File: config.mk
export PLATFORM = sky130hd
export DESIGN_NAME = dacChannel
export DESIGN_NICKNAME = d
export VERILOG_FILES = /design/src/source/dacPkg.sv /design/src/source/dacRegisters.sv /design/src/source/sampleFifo.sv /design/src/source/samplePacer.sv /design/src/source/max5352Interface.sv /design/src/source/dacChannel.sv
export SDC_FILE = /design/constraint.sdc
export NUM_CORES = 1
export LEC_CHECK = 0
export BUFFER_PORTS_ARGS = -buffer_cell sky130_fd_sc_hd__buf_2
export CORE_MARGIN = 2
export CORE_UTILIZATION = 50
export DETAILED_ROUTE_END_ITERATION = 10
export PLACE_DENSITY = 0.7
export SETUP_SLACK_MARGIN = 0.05
export SLEW_MARGIN = 20
export SYNTH_ARGS = -nofsm -noshare
export SYNTH_HDL_FRONTEND = slang
export SYNTH_SLANG_ARGS = --single-unit
File: constraint.sdc
create_clock -name clk -period 2.9 [get_ports clk]
set_clock_uncertainty 0.05 [all_clocks]
set_input_delay 0.58 -clock clk [delete_from_list [all_inputs] [get_ports clk]]
set_output_delay 0.58 -clock clk [all_outputs]
set_load 0.005 [all_outputs]
File: src/source/dacPkg.sv
`default_nettype none

package dacPkg;

    // widths with a meaning of their own
    typedef logic signed [11:0] dacSample_t;
    typedef logic [15:0] spiWord_t;
    typedef logic [1:0] regAddr_t;
    typedef logic [15:0] regData_t;
    typedef logic [15:0] rateDiv_t;
    typedef logic [3:0] fifoCount_t;

    // serializer states
    typedef enum logic [1:0] {
        DAC_IDLE  = 2'b00,
        DAC_START = 2'b01,
        DAC_SHIFT = 2'b11
    } dacState_t;

    // register map
    localparam regAddr_t ADDR_CONTROL = 2'd0;
    localparam regAddr_t ADDR_RATE = 2'd1;
    localparam regAddr_t ADDR_SAMPLE = 2'd2;
    localparam regAddr_t ADDR_STATUS = 2'd3;

    localparam int FIFO_DEPTH = 8;

    // spiClk is clk divided by 2**SPI_DIV_BITS
    localparam int SPI_DIV_BITS = 4;
    localparam int FRAME_BITS = 16;

endpackage

`default_nettype wire

File: src/source/dacRegisters.sv
`timescale 1ns/1ns
`default_nettype none

module dacRegisters (
    input  logic              clk,
    input  logic              reset,
    input  dacPkg::regAddr_t  regAddr,
    input  dacPkg::regData_t  regWriteData,
    input  logic              regWrite,
    input  logic              regRead,
    input  logic              pushReady,
    input  dacPkg::fifoCount_t fifoCount,
    input  logic              busy,
    output logic              regReady,
    output dacPkg::regData_t  regReadData,
    output logic              pushValid,
    output dacPkg::dacSample_t pushData,
    output logic              enable,
    output dacPkg::rateDiv_t  rateDiv
);
    import dacPkg::*;

    logic     writeDone;
    logic     fifoFull;
    logic     fifoEmpty;
    regData_t statusWord;
    regData_t readMux;

    // only a sample write can stall, and only on a full FIFO
    assign regReady = (regAddr != ADDR_SAMPLE) || pushReady;
    assign writeDone = regWrite && regReady;

    assign pushValid = regWrite && (regAddr == ADDR_SAMPLE);
    assign pushData = regWriteData[11:0];

    assign fifoFull = (fifoCount == fifoCount_t'(FIFO_DEPTH));
    assign fifoEmpty = (fifoCount == '0);
    assign statusWord = {9'd0, busy, fifoFull, fifoEmpty, fifoCount};

    always_ff @(posedge clk) begin
        if (reset) begin
            enable <= 1'b0;
            rateDiv <= '0;
        end else if (writeDone) begin
            if (regAddr == ADDR_CONTROL) begin
                enable <= regWriteData[0];
            end
            if (regAddr == ADDR_RATE) begin
                rateDiv <= regWriteData;
            end
        end
    end

    always_comb begin
        case (regAddr)
            ADDR_CONTROL: readMux = {15'd0, enable};
            ADDR_RATE:    readMux = rateDiv;
            ADDR_STATUS:  readMux = statusWord;
            // sample register is write only
            default:      readMux = '0;
        endcase
    end

    // read data holds until the next read pulse
    always_ff @(posedge clk) begin
        if (regRead) begin
            regReadData <= readMux;
        end
    end

endmodule

`default_nettype wire

File: src/source/sampleFifo.sv
`timescale 1ns/1ns
`default_nettype none

module sampleFifo (
    input  logic               clk,
    input  logic               reset,
    input  logic               pushValid,
    input  dacPkg::dacSample_t pushData,
    input  logic               fifoReady,
    output logic               pushReady,
    output logic               fifoValid,
    output dacPkg::dacSample_t fifoData,
    output dacPkg::fifoCount_t fifoCount
);
    import dacPkg::*;

    localparam int PTR_BITS = $clog2(FIFO_DEPTH);

    dacSample_t          mem [FIFO_DEPTH];
    logic [PTR_BITS-1:0] wrPtr;
    logic [PTR_BITS-1:0] rdPtr;
    logic                full;
    logic                empty;
    logic                doPush;
    logic                doPop;

    assign full = (fifoCount == fifoCount_t'(FIFO_DEPTH));
    assign empty = (fifoCount == '0);

    assign pushReady = !full;
    assign fifoValid = !empty;
    assign fifoData = mem[rdPtr];

    assign doPush = pushValid && pushReady;
    assign doPop = fifoValid && fifoReady;

    always_ff @(posedge clk) begin
        if (doPush) begin
            mem[wrPtr] <= pushData;
        end
    end

    // pointers wrap on their own since the depth is a power of two
    always_ff @(posedge clk) begin
        if (reset) begin
            wrPtr <= '0;
            rdPtr <= '0;
            fifoCount <= '0;
        end else begin
            if (doPush) begin
                wrPtr <= wrPtr + 1'b1;
            end
            if (doPop) begin
                rdPtr <= rdPtr + 1'b1;
            end
            case ({doPush, doPop})
                2'b10:   fifoCount <= fifoCount + 1'b1;
                2'b01:   fifoCount <= fifoCount - 1'b1;
                default: fifoCount <= fifoCount;
            endcase
        end
    end

endmodule

`default_nettype wire

File: src/source/samplePacer.sv
`timescale 1ns/1ns
`default_nettype none

module samplePacer (
    input  logic               clk,
    input  logic               reset,
    input  logic               enable,
    input  dacPkg::rateDiv_t   rateDiv,
    input  logic               fifoValid,
    input  dacPkg::dacSample_t fifoData,
    input  logic               sampleReady,
    output logic               fifoReady,
    output logic               sampleValid,
    output dacPkg::dacSample_t sampleData
);
    import dacPkg::*;

    rateDiv_t periodCount;
    logic     token;
    logic     releaseNow;
    logic     moved;

    // enable is also gated here so a cleared enable stops releases at once
    assign releaseNow = token && enable;

    assign sampleValid = releaseNow && fifoValid;
    assign fifoReady = releaseNow && sampleReady;
    assign sampleData = fifoData;
    assign moved = sampleValid && sampleReady;

    // the period restarts after each release, so transfers stay rateDiv+1 apart
    always_ff @(posedge clk) begin
        if (reset || !enable) begin
            periodCount <= '0;
            token <= 1'b0;
        end else if (token) begin
            if (moved) begin
                token <= 1'b0;
            end
        end else if (periodCount >= rateDiv) begin
            periodCount <= '0;
            token <= 1'b1;
        end else begin
            periodCount <= periodCount + 1'b1;
        end
    end

endmodule

`default_nettype wire

File: src/source/max5352Interface.sv
`timescale 1ns/1ns
`default_nettype none

module max5352Interface (
    input  logic               clk,
    input  logic               reset,
    input  logic               sampleValid,
    input  dacPkg::dacSample_t sampleData,
    output logic               sampleReady,
    output logic               busy,
    output logic               spiDout,
    output logic               spiClk,
    output logic               spiCsn
);
    import dacPkg::*;

    localparam int BIT_INDEX_BITS = $clog2(FRAME_BITS);

    typedef logic [BIT_INDEX_BITS-1:0] bitIndex_t;

    logic [SPI_DIV_BITS-1:0] clkCount;
    logic                    clkWrap;
    dacState_t               dacState;
    bitIndex_t               bitCount;
    spiWord_t                shiftReg;
    spiWord_t                frameWord;

    // free-running divider; the wrap is the falling edge of spiClk
    always_ff @(posedge clk) begin
        if (reset) begin
            clkCount <= '0;
        end else begin
            clkCount <= clkCount + 1'b1;
        end
    end

    assign spiClk = clkCount[SPI_DIV_BITS-1];
    assign clkWrap = &clkCount;

    // three zero control bits, offset binary sample, one trailing zero
    assign frameWord = {3'b000, ~sampleData[11], sampleData[10:0], 1'b0};

    assign sampleReady = (dacState == DAC_IDLE);
    assign busy = (dacState != DAC_IDLE);
    assign spiDout = shiftReg[FRAME_BITS-1];

    always_ff @(posedge clk) begin
        if (reset) begin
            dacState <= DAC_IDLE;
            spiCsn <= 1'b1;
            bitCount <= '0;
        end else begin
            case (dacState)
                DAC_IDLE: begin
                    if (sampleValid) begin
                        shiftReg <= frameWord;
                        dacState <= DAC_START;
                    end
                end
                DAC_START: begin
                    if (clkWrap) begin
                        spiCsn <= 1'b0;
                        bitCount <= bitIndex_t'(FRAME_BITS - 1);
                        dacState <= DAC_SHIFT;
                    end
                end
                DAC_SHIFT: begin
                    // data moves only on the wrap, clear of the rising edge
                    if (clkWrap) begin
                        if (bitCount == '0) begin
                            spiCsn <= 1'b1;
                            dacState <= DAC_IDLE;
                        end else begin
                            shiftReg <= {shiftReg[FRAME_BITS-2:0], 1'b0};
                            bitCount <= bitCount - 1'b1;
                        end
                    end
                end
                default: begin
                    spiCsn <= 1'b1;
                    dacState <= DAC_IDLE;
                end
            endcase
        end
    end

endmodule

`default_nettype wire

File: src/source/dacChannel.sv
`timescale 1ns/1ns
`default_nettype none

module dacChannel (
    input  logic             clk,
    input  logic             reset,
    input  dacPkg::regAddr_t regAddr,
    input  dacPkg::regData_t regWriteData,
    input  logic             regWrite,
    input  logic             regRead,
    output logic             regReady,
    output dacPkg::regData_t regReadData,
    output logic             spiDout,
    output logic             spiClk,
    output logic             spiCsn
);
    import dacPkg::*;

    logic       pushValid;
    logic       pushReady;
    dacSample_t pushData;
    logic       fifoValid;
    logic       fifoReady;
    dacSample_t fifoData;
    fifoCount_t fifoCount;
    logic       sampleValid;
    logic       sampleReady;
    dacSample_t sampleData;
    logic       enable;
    rateDiv_t   rateDiv;
    logic       busy;

    dacRegisters u_registers (
        .clk(clk), .reset(reset),
        .regAddr(regAddr), .regWriteData(regWriteData),
        .regWrite(regWrite), .regRead(regRead),
        .pushReady(pushReady), .fifoCount(fifoCount), .busy(busy),
        .regReady(regReady), .regReadData(regReadData),
        .pushValid(pushValid), .pushData(pushData),
        .enable(enable), .rateDiv(rateDiv)
    );

    sampleFifo u_fifo (
        .clk(clk), .reset(reset),
        .pushValid(pushValid), .pushData(pushData), .fifoReady(fifoReady),
        .pushReady(pushReady), .fifoValid(fifoValid),
        .fifoData(fifoData), .fifoCount(fifoCount)
    );

    samplePacer u_pacer (
        .clk(clk), .reset(reset),
        .enable(enable), .rateDiv(rateDiv),
        .fifoValid(fifoValid), .fifoData(fifoData), .sampleReady(sampleReady),
        .fifoReady(fifoReady), .sampleValid(sampleValid), .sampleData(sampleData)
    );

    max5352Interface u_serializer (
        .clk(clk), .reset(reset),
        .sampleValid(sampleValid), .sampleData(sampleData),
        .sampleReady(sampleReady), .busy(busy),
        .spiDout(spiDout), .spiClk(spiClk), .spiCsn(spiCsn)
    );

endmodule

`default_nettype wire

==> flow_summary.ini, run 1 <==
[layout]
final_nets = 679
drive_gt1_frac = 0.197
antenna_cells = 0
area_growth_pct = 13.3
final_area_sq_um = 8790
instances_no_fill = 832
post-route-util = 0.578

[setup_path]
cpMaxStageDelayCell = or4b_1
end_kind = register
crit_type = reg -> reg
cp-start-kind = register
crit_fanout = 7
cp.required_ns = 3.20
crit_family = simple AND/OR/NAND/NOR gates
crit_path_cell_trace = or4b_1, and3_1, clkinv_4, ha_1, ha_1, a21o_1, a21oi_2, xnor2_1, or3_1, a21oi_1
critPathMaxStageDelay_ns = 0.52
cp.arrival_ns = 3.05
crit_top_cell = ha_1
path_buf_inv = 1

[cts]
cts_tree = done
post_cts_buffers = 0
ctsLongestPathBuffers = 2
h-tree-depth = 4
clkTransAtPathRegs_ns = 0.06
cts_made_buffers = 17
clock_latency_ns = 0.43
hold_buffers = 0
clkSinkCount = 185
cts_root_buf = clkbuf_16

[global_route]
grt_pass1_wl_um = 24200
overflow = 0
grt.total_usage = 0.196
grt_max_degree = 41
grt_pass1_vias = 4586
antenna_found_initial = 1

[drt]
num_vias = 4661
routed_wl_um = 15200
drt-initial-drc-count = 409
postRouteAntennaNets = 0
drc = 0
dr.pass1.iters = 5
wl_per_cell_um = 18.2
via_per_inst = 5.60

[synth]
synth_area_leaders = edfxtp_1 (49%), dfxtp_1 (15%), mux4_2 (7.0%), ha_1 (3.9%), nand2_1 (3.3%)
synth.most_common_cell = edfxtp_1
synth_async_sr_flop_share = 0
syn_inst = 581
synth_edf_count = 127
seq_area_frac_synth = 0.641
synth_area_sq_um = 7760
yosys.area.top_type = edfxtp_1
ys.flop_type = edfxtp_1
ys_top_cells_by_count = edfxtp_1 (127), nand2_1 (68), dfxtp_1 (58)
ys_ff_latch = 185
synth_nets = 628
netlist.area_leader.share = 0.491
syn-mean-instance-area_sq_um = 13.4
synth_warnings = 0
yosysUniqueCellTypes = 50

[status]
status = finished, final reports clean

[power]
power_switching_mw = 1.09
ir_worst_vdd_mv = 0.426
power_density_nw_per_um2 = 589
power_frac_clock = 0.415
total_leakage_power_nw = 2.98
combinationalPowerShare = 0.031
internal_power_mw = 4.09
p_seq_frac = 0.554
swShare = 0.210
finalPower_mw = 5.18

[placement]
placed_area_sq_um = 8240
gp_congestion = 0.813
place.port_buffers = 41
dpl.cell_count = 801
hpwl_um = 10200

[floorplan]
die-width_um = 129
dieArea_sq_um = 16500
die_height_um = 129
rows = 45
core_area_sq_um = 15200
ioPinCount = 42
start_util = 0.511

[sta]
fmax_ghz = 0.364
fin_setup_tns_ns = 0
tightest_slew_ns = 0.896
setup_violations = 0
maxSlewViolCount = 0
rsz0062_at_grt = no
relSlewSlack = 0.402
finalCritPeriodShare = 0.946
final.min_clock_period_ns = 2.74
final_hold_viol_count = 0

[job]
cap_violations = 0

[min_path]
hold_path_class = in -> reg
[repair_timing]
| action | 4_1_cts | 5_1_grt |
|---|---|---|
| hold endpoints to repair | 0 | 0 |
| gates resized for setup | 0 | 1 |
| setup endpoints to repair | 0 | 1 |
[per-layer routing]
metal / GRT usage / vias up / share of wire
met5: 0 / - / 0.00046
met2: 0.322 / 125 / 0.49
li1: - / 2218 / -
met4: 0.0684 / 2 / 0.018
met3: 0.0470 / 22 / 0.052
met1: 0.259 / 2294 / 0.44
[cells in the final DEF (no fill, tap or decap), drive strengths merged, types with 5 or more instances in the layout]
master and count:
clkbuf 18, nor2 40, nand4 8, mux4 24
nand2 68, clkinv 5, edfxtp 127, nor3 8
o21ai 17, dfxtp 58, mux2i 18, ha 24
inv 29, and2 13, xor2 15, xnor2 7
buf 59, a21oi 36, and3 6, nand3 9
nor2b 10
[cell families (layout without fill, tap and decap cells)]
group / count (synthesis) / after routing / synth area share
DFF: 185 / 185 / 0.641
and+or+nand+nor: 181 / 181 / 0.114
AOI/OAI and AO/OA: 71 / 71 / 0.0537
buffers and inverters: 53 / 116 / 0.0300
muxes: 44 / 44 / 0.0957
adders and majority gates: 25 / 25 / 0.0413
xor gates and xnor gates: 22 / 22 / 0.0248
[worst register-to-register path: cells and delay by family (launching register included)]
| family | cells | cell delay (ns) |
|---|---|---|
| AO/OA/AOI/OAI | 3 | 0.52 |
| buffers and inverters | 1 | 0.09 |
| XOR/XNOR | 1 | 0.11 |
| AND/OR/NAND/NOR | 3 | 1.06 |
| adder cells (fa/ha/maj) | 2 | 0.47 |
| flip-flops | 1 | 0.38 |
[power by group through the flow]
stage	sequential, mW	combinational (mW)	clock [mW]
floorplan	2.92	0.0874	0
global placement	2.92	0.153	0
detailed placement	2.92	0.160	0
CTS	2.87	0.161	2.19
global route	2.87	0.179	2.30
finish	2.87	0.159	2.15
[final cells by class]
cell class                 count  area, sq um
multi-input combinational    343         2590
timing repair buffer          59          340
clock inverter                13          121
fill                        1190         6410
sequential                   185         4970
inverter                      26          103
clock buffer                  18          429
tap                          188          235
[path summary, 6_finish.rpt]
kind / start / end / slack, ns / cells past startpoint
max: u_fifo.fifoCount[0]$_SDFFE_PP0P_ / u_fifo.fifoCount[3]$_SDFFE_PP0P_ / 0.16 / 10
min: regWriteData[14] / u_registers.rateDiv[14]$_SDFFE_PP0P_ / 0.35 / 3
max reg2reg: u_fifo.fifoCount[0]$_SDFFE_PP0P_ / u_fifo.fifoCount[3]$_SDFFE_PP0P_ / 0.16 / 10
min reg2reg: u_serializer.clkCount[0]$_SDFF_PP0_ / u_serializer.clkCount[0]$_SDFF_PP0_ / 0.40 / 1
[flip-flops by register name, indices dropped and copies added (netlist names), named ones only]
register                 count
u_registers.rateDiv         16
u_pacer.token                1
u_serializer.shiftReg       15
u_serializer.bitCount        4
u_registers.regReadData     16
u_serializer.clkCount        4
u_fifo.fifoCount             4
u_serializer.dacState        2
u_pacer.periodCount         16
u_registers.enable           1
u_fifo.rdPtr                 3
u_serializer.spiCsn          1
u_fifo.wrPtr                 3
u_fifo.mem                  96
[metrics by stage]
| stage | hold slack, ns | worst slack [ns] |
|---|---|---|
| finish | 0.346 | 0.156 |
| global route | 0.346 | 0.0704 |
| CTS | 0.324 | 0.147 |
| detailed placement | 0.394 | 0.0647 |
| global placement | 0.379 | 0.217 |
| floorplan | 0.368 | 0.171 |
No activity file was read; power rests on OpenSTA's default activity.
==> inputs of run 2 (changes only) <==
Settings changed: BUFFER_PORTS_ARGS -buffer_cell sky130_fd_sc_hd__buf_2 to unset, DONT_BUFFER_PORTS set to 1, PLACE_DENSITY 0.7 to 0.65.
Clock period 2.9 ns to 3.5 ns, I/O delays scaled along.
==> run 2 against run 1 <==
Net effect:
- non-clock buffer count shrank 46
- total power is 17% lower
- hold slack worse by 0.060 ns
- cell count is 5.4% lower
- critical path depth is 1 lower
- flip-flop and latch count unchanged
- critical endpoint unchanged
- largest cell class unchanged
- largest power group unchanged
==> flow_summary.ini, run 2 (synthesis results as in run 1) <==
[setup_path]
worst-path-stages = 9
crit_fanout = 9
critPathMaxStageDelay_ns = 0.54
rr_startpoint = u_pacer.token$_SDFF_PP0_
crit_family = simple AND/OR/NAND/NOR gates
cpMaxStageDelayCell = dfxtp_1
critPathLaunch = u_pacer.token$_SDFF_PP0_
cp-start-kind = register
crit_path_cell_trace = nand2b_1, nor4b_4, ha_1, ha_1, a21o_1, a21oi_1, xnor2_1, or3_1, a21oi_1
cp.required_ns = 3.80
path_buf_inv = 0
ff2ff_path_depth = 9
crit_type = reg -> reg
cp.arrival_ns = 3.04
end_kind = register

[placement]
gp_congestion = 0.820
place.port_buffers = 0
placed_area_sq_um = 8000
hpwl_um = 9980

[power]
power_frac_clock = 0.425
combinationalPowerShare = 0.018
total_leakage_power_nw = 2.79
swShare = 0.197
power_density_nw_per_um2 = 499
internal_power_mw = 3.43
finalPower_mw = 4.27
p_seq_frac = 0.557
ir_worst_vdd_mv = 0.329
power_switching_uw = 842

[sta]
finalCritPeriodShare = 0.781
maxSlewViolCount = 0
relSlewSlack = 0.421
fin_setup_tns_ns = 0
rsz0062_at_grt = no
fmax_ghz = 0.366
final.min_clock_period_ns = 2.73
tightest_slew_ns = 0.867
final_hold_viol_count = 0
setup_violations = 0

[global_route]
grt_pass1_wl_um = 24100
grt_pass1_vias = 4505
antenna_found_initial = 0
grt_max_degree = 42
overflow = 0
grt.total_usage = 0.196

[floorplan]
dieArea_sq_um = 16500
core_area_sq_um = 15200
rows = 45
die_height_um = 129
die-width_um = 129
ioPinCount = 42
start_util = 0.511

[cts]
clkSinkCount = 185
ctsLongestPathBuffers = 2
clkTransAtPathRegs_ns = 0.06
cts_root_buf = clkbuf_16
cts_made_buffers = 17
post_cts_buffers = 0
h-tree-depth = 4
ctsResizeCount = 0
cts_tree = done
clock_latency_ns = 0.42
hold_buffers = 0

[drt]
dr.pass1.iters = 4
routed_wl_um = 15000
postRouteAntennaNets = 0
via_per_inst = 5.68
drt-initial-drc-count = 332
wl_per_cell_um = 19.0
drc = 0
num_vias = 4474

[layout]
layout.cells.most_common = edfxtp_1
max_flop_register = u_fifo.mem
final_area_sq_um = 8560
antenna_cells = 0
drive_gt1_frac = 0.132
largest_reg_flops = 96
final_nets = 633
area_growth_pct = 10.2
final_cell_mix = edfxtp_1 (127), nand2_1 (68), dfxtp_1 (58), nor2_1 (40), a21oi_1 (36)

[status]
status = finished, final reports clean

[job]
cap_violations = 0

[min_path]
hold_path_class = in -> reg
hp-start = reset
holdPathStages = 1
==> run 2: cell count changes in the layout (fill, tap and decap cells not counted), sizes merged <==
| cell | previous run | this run |
|---|---|---|
| clkinvlp | 4 | 3 |
| buf | 59 | 13 |
| bufinv | 1 | 2 |
| inv | 29 | 25 |
| clkinv | 5 | 11 |
| clkbuf | 18 | 17 |
==> run 2: cell type report <==
| class | instances | area (sq um) |
|---|---|---|
| Clock inverter | 15 | 135 |
| Clock buffer | 17 | 425 |
| Inverter | 26 | 103 |
| Tap cell | 188 | 235 |
| Timing Repair Buffer | 13 | 97.6 |
| Multi-Input combinational cell | 343 | 2590 |
| Sequential cell | 185 | 4970 |
| Fill cell | 1228 | 6650 |
==> run 2: path summary, 6_finish.rpt <==
kind | end | slack [ns]
max | u_fifo.fifoCount[3]$_SDFFE_PP0P_ | 0.77
min | u_registers.rateDiv[15]$_SDFFE_PP0P_ | 0.29
max reg2reg | u_fifo.fifoCount[3]$_SDFFE_PP0P_ | 0.77
min reg2reg | u_serializer.clkCount[0]$_SDFF_PP0_ | 0.40
==> run 2: metrics by stage <==
stage	worst slack, ns	instances	util	hold slack [ns]
4_1_cts	0.770	787	0.563	0.270
5_1_grt	0.614	787	0.563	0.274
6_report	0.765	787	0.563	0.286
3_3_place_gp	0.725	755	0.526	0.377
2_1_floorplan	0.425	581	-	0.368
3_5_place_dp	0.678	755	0.526	0.391
==> run 2: power by group through the flow <==
stage	clock network [mW]	registers, mW	logic, mW
2_1_floorplan	0	2.42	0.0722
3_3_place_gp	0	2.42	0.0746
3_5_place_dp	0	2.43	0.0777
4_1_cts	1.85	2.38	0.0785
5_1_grt	1.94	2.38	0.0899
6_report	1.82	2.38	0.0776
==> run 2: per-layer routing <==
metal  vias up  wire [um]  track usage
li1       2120          -            -
met1      2262       6730        0.264
met2        81       7450        0.318
met3        11        649       0.0432
met4         0        166       0.0697
met5         -          0            0
==> inputs of run 3 (changes only) <==
Settings changed: ABC_AREA set to 1, PLACE_DENSITY 0.65 to 0.68.
Clock period 3.5 ns to 2.35 ns, I/O delays scaled along.
==> run 3 against run 2 <==
Net effect:
- register-to-register slack worse by 0.65 ns
- routed wire length up 14%
- cell count up 21%
- sequential power up 49%
- global-route usage up 1.9 points
- critical path type unchanged
- largest power group unchanged
- highest routed layer unchanged
==> flow_summary.ini, run 3 <==
[layout]
seq_area_sq_um = 4970
largest_reg_flops = 96
drive_gt1_frac = 0.124
instances_no_fill = 952
final_area_sq_um = 8780
multiInputGateArea_sq_um = 2470
area_growth_pct = 12.5
antenna_cells = 0
post-route-util = 0.577
max_flop_register = u_fifo.mem
layout.cells.most_common = edfxtp_1
final_nets = 798
final_cell_mix = edfxtp_1 (127), nor2_1 (97), nand2_1 (91), inv_1 (60), dfxtp_1 (58)
fill_cells = 1266

[floorplan]
start_util = 0.513
die-width_um = 129
core_area_sq_um = 15200
dieArea_sq_um = 16600
ioPinCount = 42
die_height_um = 129
rows = 45

[global_route]
antenna_found_initial = 0
grt_max_degree = 49
grt.total_usage = 0.215
grt_pass1_vias = 5229
overflow = 0
grt_pass1_wl_um = 26900

[power]
p_seq_frac = 0.519
ir_worst_vdd_mv = 0.553
combinationalPowerShare = 0.027
total_leakage_power_nw = 3.19
finalPower_mw = 6.82
power_switching_mw = 1.35
power_density_nw_per_um2 = 777
swShare = 0.198
power_frac_clock = 0.454
internal_power_mw = 5.47

[sta]
setup_violations = 0
hold_slack_ns = 0.0415
final_hold_viol_count = 0
maxSlewViolCount = 0
final.min_clock_period_ns = 2.23
layout_setup_ws_ns = 0.117
finalCritPeriodShare = 0.950
relSlewSlack = 0.580
fin_setup_tns_ns = 0
fmax_ghz = 0.448
tightest_slew_ns = 0.629

[cts]
hold_buffers = 0
cts_tree = done
cts_made_buffers = 17
ctsLongestPathBuffers = 2
clkSinkCount = 185
h-tree-depth = 4
clkTransAtPathRegs_ns = 0.07
clock_latency_ns = 0.44
cts_root_buf = clkbuf_16

[synth]
synth_nets = 783
synth_async_sr_flop_share = 0
ys_top_cells_by_count = edfxtp_1 (127), nor2_1 (97), nand2_1 (91)
synth_edf_count = 127
yosysUniqueCellTypes = 36
seq_area_frac_synth = 0.637
syn-mean-instance-area_sq_um = 10.6
yosys.area.top_type = edfxtp_1
synth_warnings = 0
syn_inst = 736
netlist.area_leader.share = 0.489
ys.flop_type = edfxtp_1
synth_area_leaders = edfxtp_1 (49%), dfxtp_1 (15%), nor2_1 (4.7%), nand2_1 (4.4%), ha_1 (3.8%)
synth.most_common_cell = edfxtp_1
synth_area_sq_um = 7810
ys_ff_latch = 185

[placement]
placed_area_sq_um = 8100
dpl.cell_count = 917
place.port_buffers = 0
dp_slack_ns = 0.108
gp_congestion = 0.889
hpwl_um = 10700

[min_path]
holdPathStages = 1
holdPathEnd = u_serializer.clkCount[0]$_SDFF_PP0_
hold_path_class = in -> reg
hp-start = reset

[setup_path]
r2r_setup_slack_ns = 0.12
crit_family = simple AND/OR/NAND/NOR gates
crit_path_cell_trace = nor2_1, nand3_1, nand3_1, nor2_2, ha_4, ha_1, a21oi_2, nand2_1, a21oi_2, o21ai_0, nand2_1, nand2_1, nor2_1
crit_top_cell = nand2_1
ff2ff_path_depth = 13
path_buf_inv = 0
end_kind = register
cpMaxStageDelayCell = dfxtp_1
cp.required_ns = 2.67
rr_startpoint = u_fifo.fifoCount[1]$_SDFFE_PP0P_
crit_fanout = 4
critPathMaxStageDelay_ns = 0.38
cp.arrival_ns = 2.56
cp-start-kind = register
crit_type = reg -> reg
reg2reg_to = u_fifo.fifoCount[3]$_SDFFE_PP0P_

[drt]
routed_wl_um = 17100
wl_per_cell_um = 17.9
postRouteAntennaNets = 0
drc = 0
via_per_inst = 5.68
drt-initial-drc-count = 476
num_vias = 5409
dr.pass1.iters = 5

[status]
status = finished, final reports clean

[job]
cap_violations = 0
## run 3: how the worst max path moves through the flow
stage | startpoint | endpoint | slack [ns] | cells past startpoint
2_1_floorplan | regAddr[0] | u_fifo.mem[1][0]$_DFFE_PP_ | 0.17 | 5
3_3_place_gp | regAddr[0] | u_fifo.fifoCount[3]$_SDFFE_PP0P_ | 0.26 | 12
3_5_place_dp | regAddr[0] | u_fifo.fifoCount[3]$_SDFFE_PP0P_ | 0.11 | 13
4_1_cts | u_fifo.fifoCount[0]$_SDFFE_PP0P_ | u_fifo.fifoCount[3]$_SDFFE_PP0P_ | 0.07 | 13
5_1_grt | u_fifo.fifoCount[2]$_SDFFE_PP0P_ | u_fifo.fifoCount[3]$_SDFFE_PP0P_ | -0.06 | 13
6_report | u_fifo.fifoCount[1]$_SDFFE_PP0P_ | u_fifo.fifoCount[3]$_SDFFE_PP0P_ | 0.12 | 13
## run 3: timing repair
action                     in CTS  in global routing
resized for setup               0                  4
setup endpoints to repair       0                  1
buffers inserted                0                  3
## run 3: final cells by class
| cell class | instances | share of cell area |
|---|---|---|
| flip-flops and latches | 185 | 0.567 |
| multi-input cells | 450 | 0.281 |
| clock buffers | 21 | 0.0502 |
| inverters | 74 | 0.0318 |
| well taps | 188 | 0.0268 |
| clock inverters | 11 | 0.0222 |
| repair buffers | 23 | 0.0211 |
## run 3: power by group through the flow
stage          Combinational, mW  Sequential [mW]  Clock, mW
2_1_floorplan              0.135             3.61          0
3_3_place_gp               0.172             3.61          0
3_5_place_dp               0.180             3.61          0
4_1_cts                    0.182             3.54       3.13
5_1_grt                    0.212             3.54       3.26
6_report                   0.183             3.54       3.10
## run 3: cells by family after synthesis
| logic type | share of synthesized area |
|---|---|
| AOI/OAI and AO/OA | 0.115 |
| adders and majority gates | 0.0410 |
| muxes | 0.00128 |
| DFF | 0.637 |
| and+or+nand+nor | 0.142 |
| xor gates and xnor gates | 0.0112 |
| buffers and inverters | 0.0516 |
## run 3: layer usage
metal	vias up	wire length, um	global-route usage
met5	-	0	0
met1	2600	7750	0.294
met3	35	1010	0.0599
met4	0	307	0.0748
li1	2598	-	-
met2	176	8000	0.334
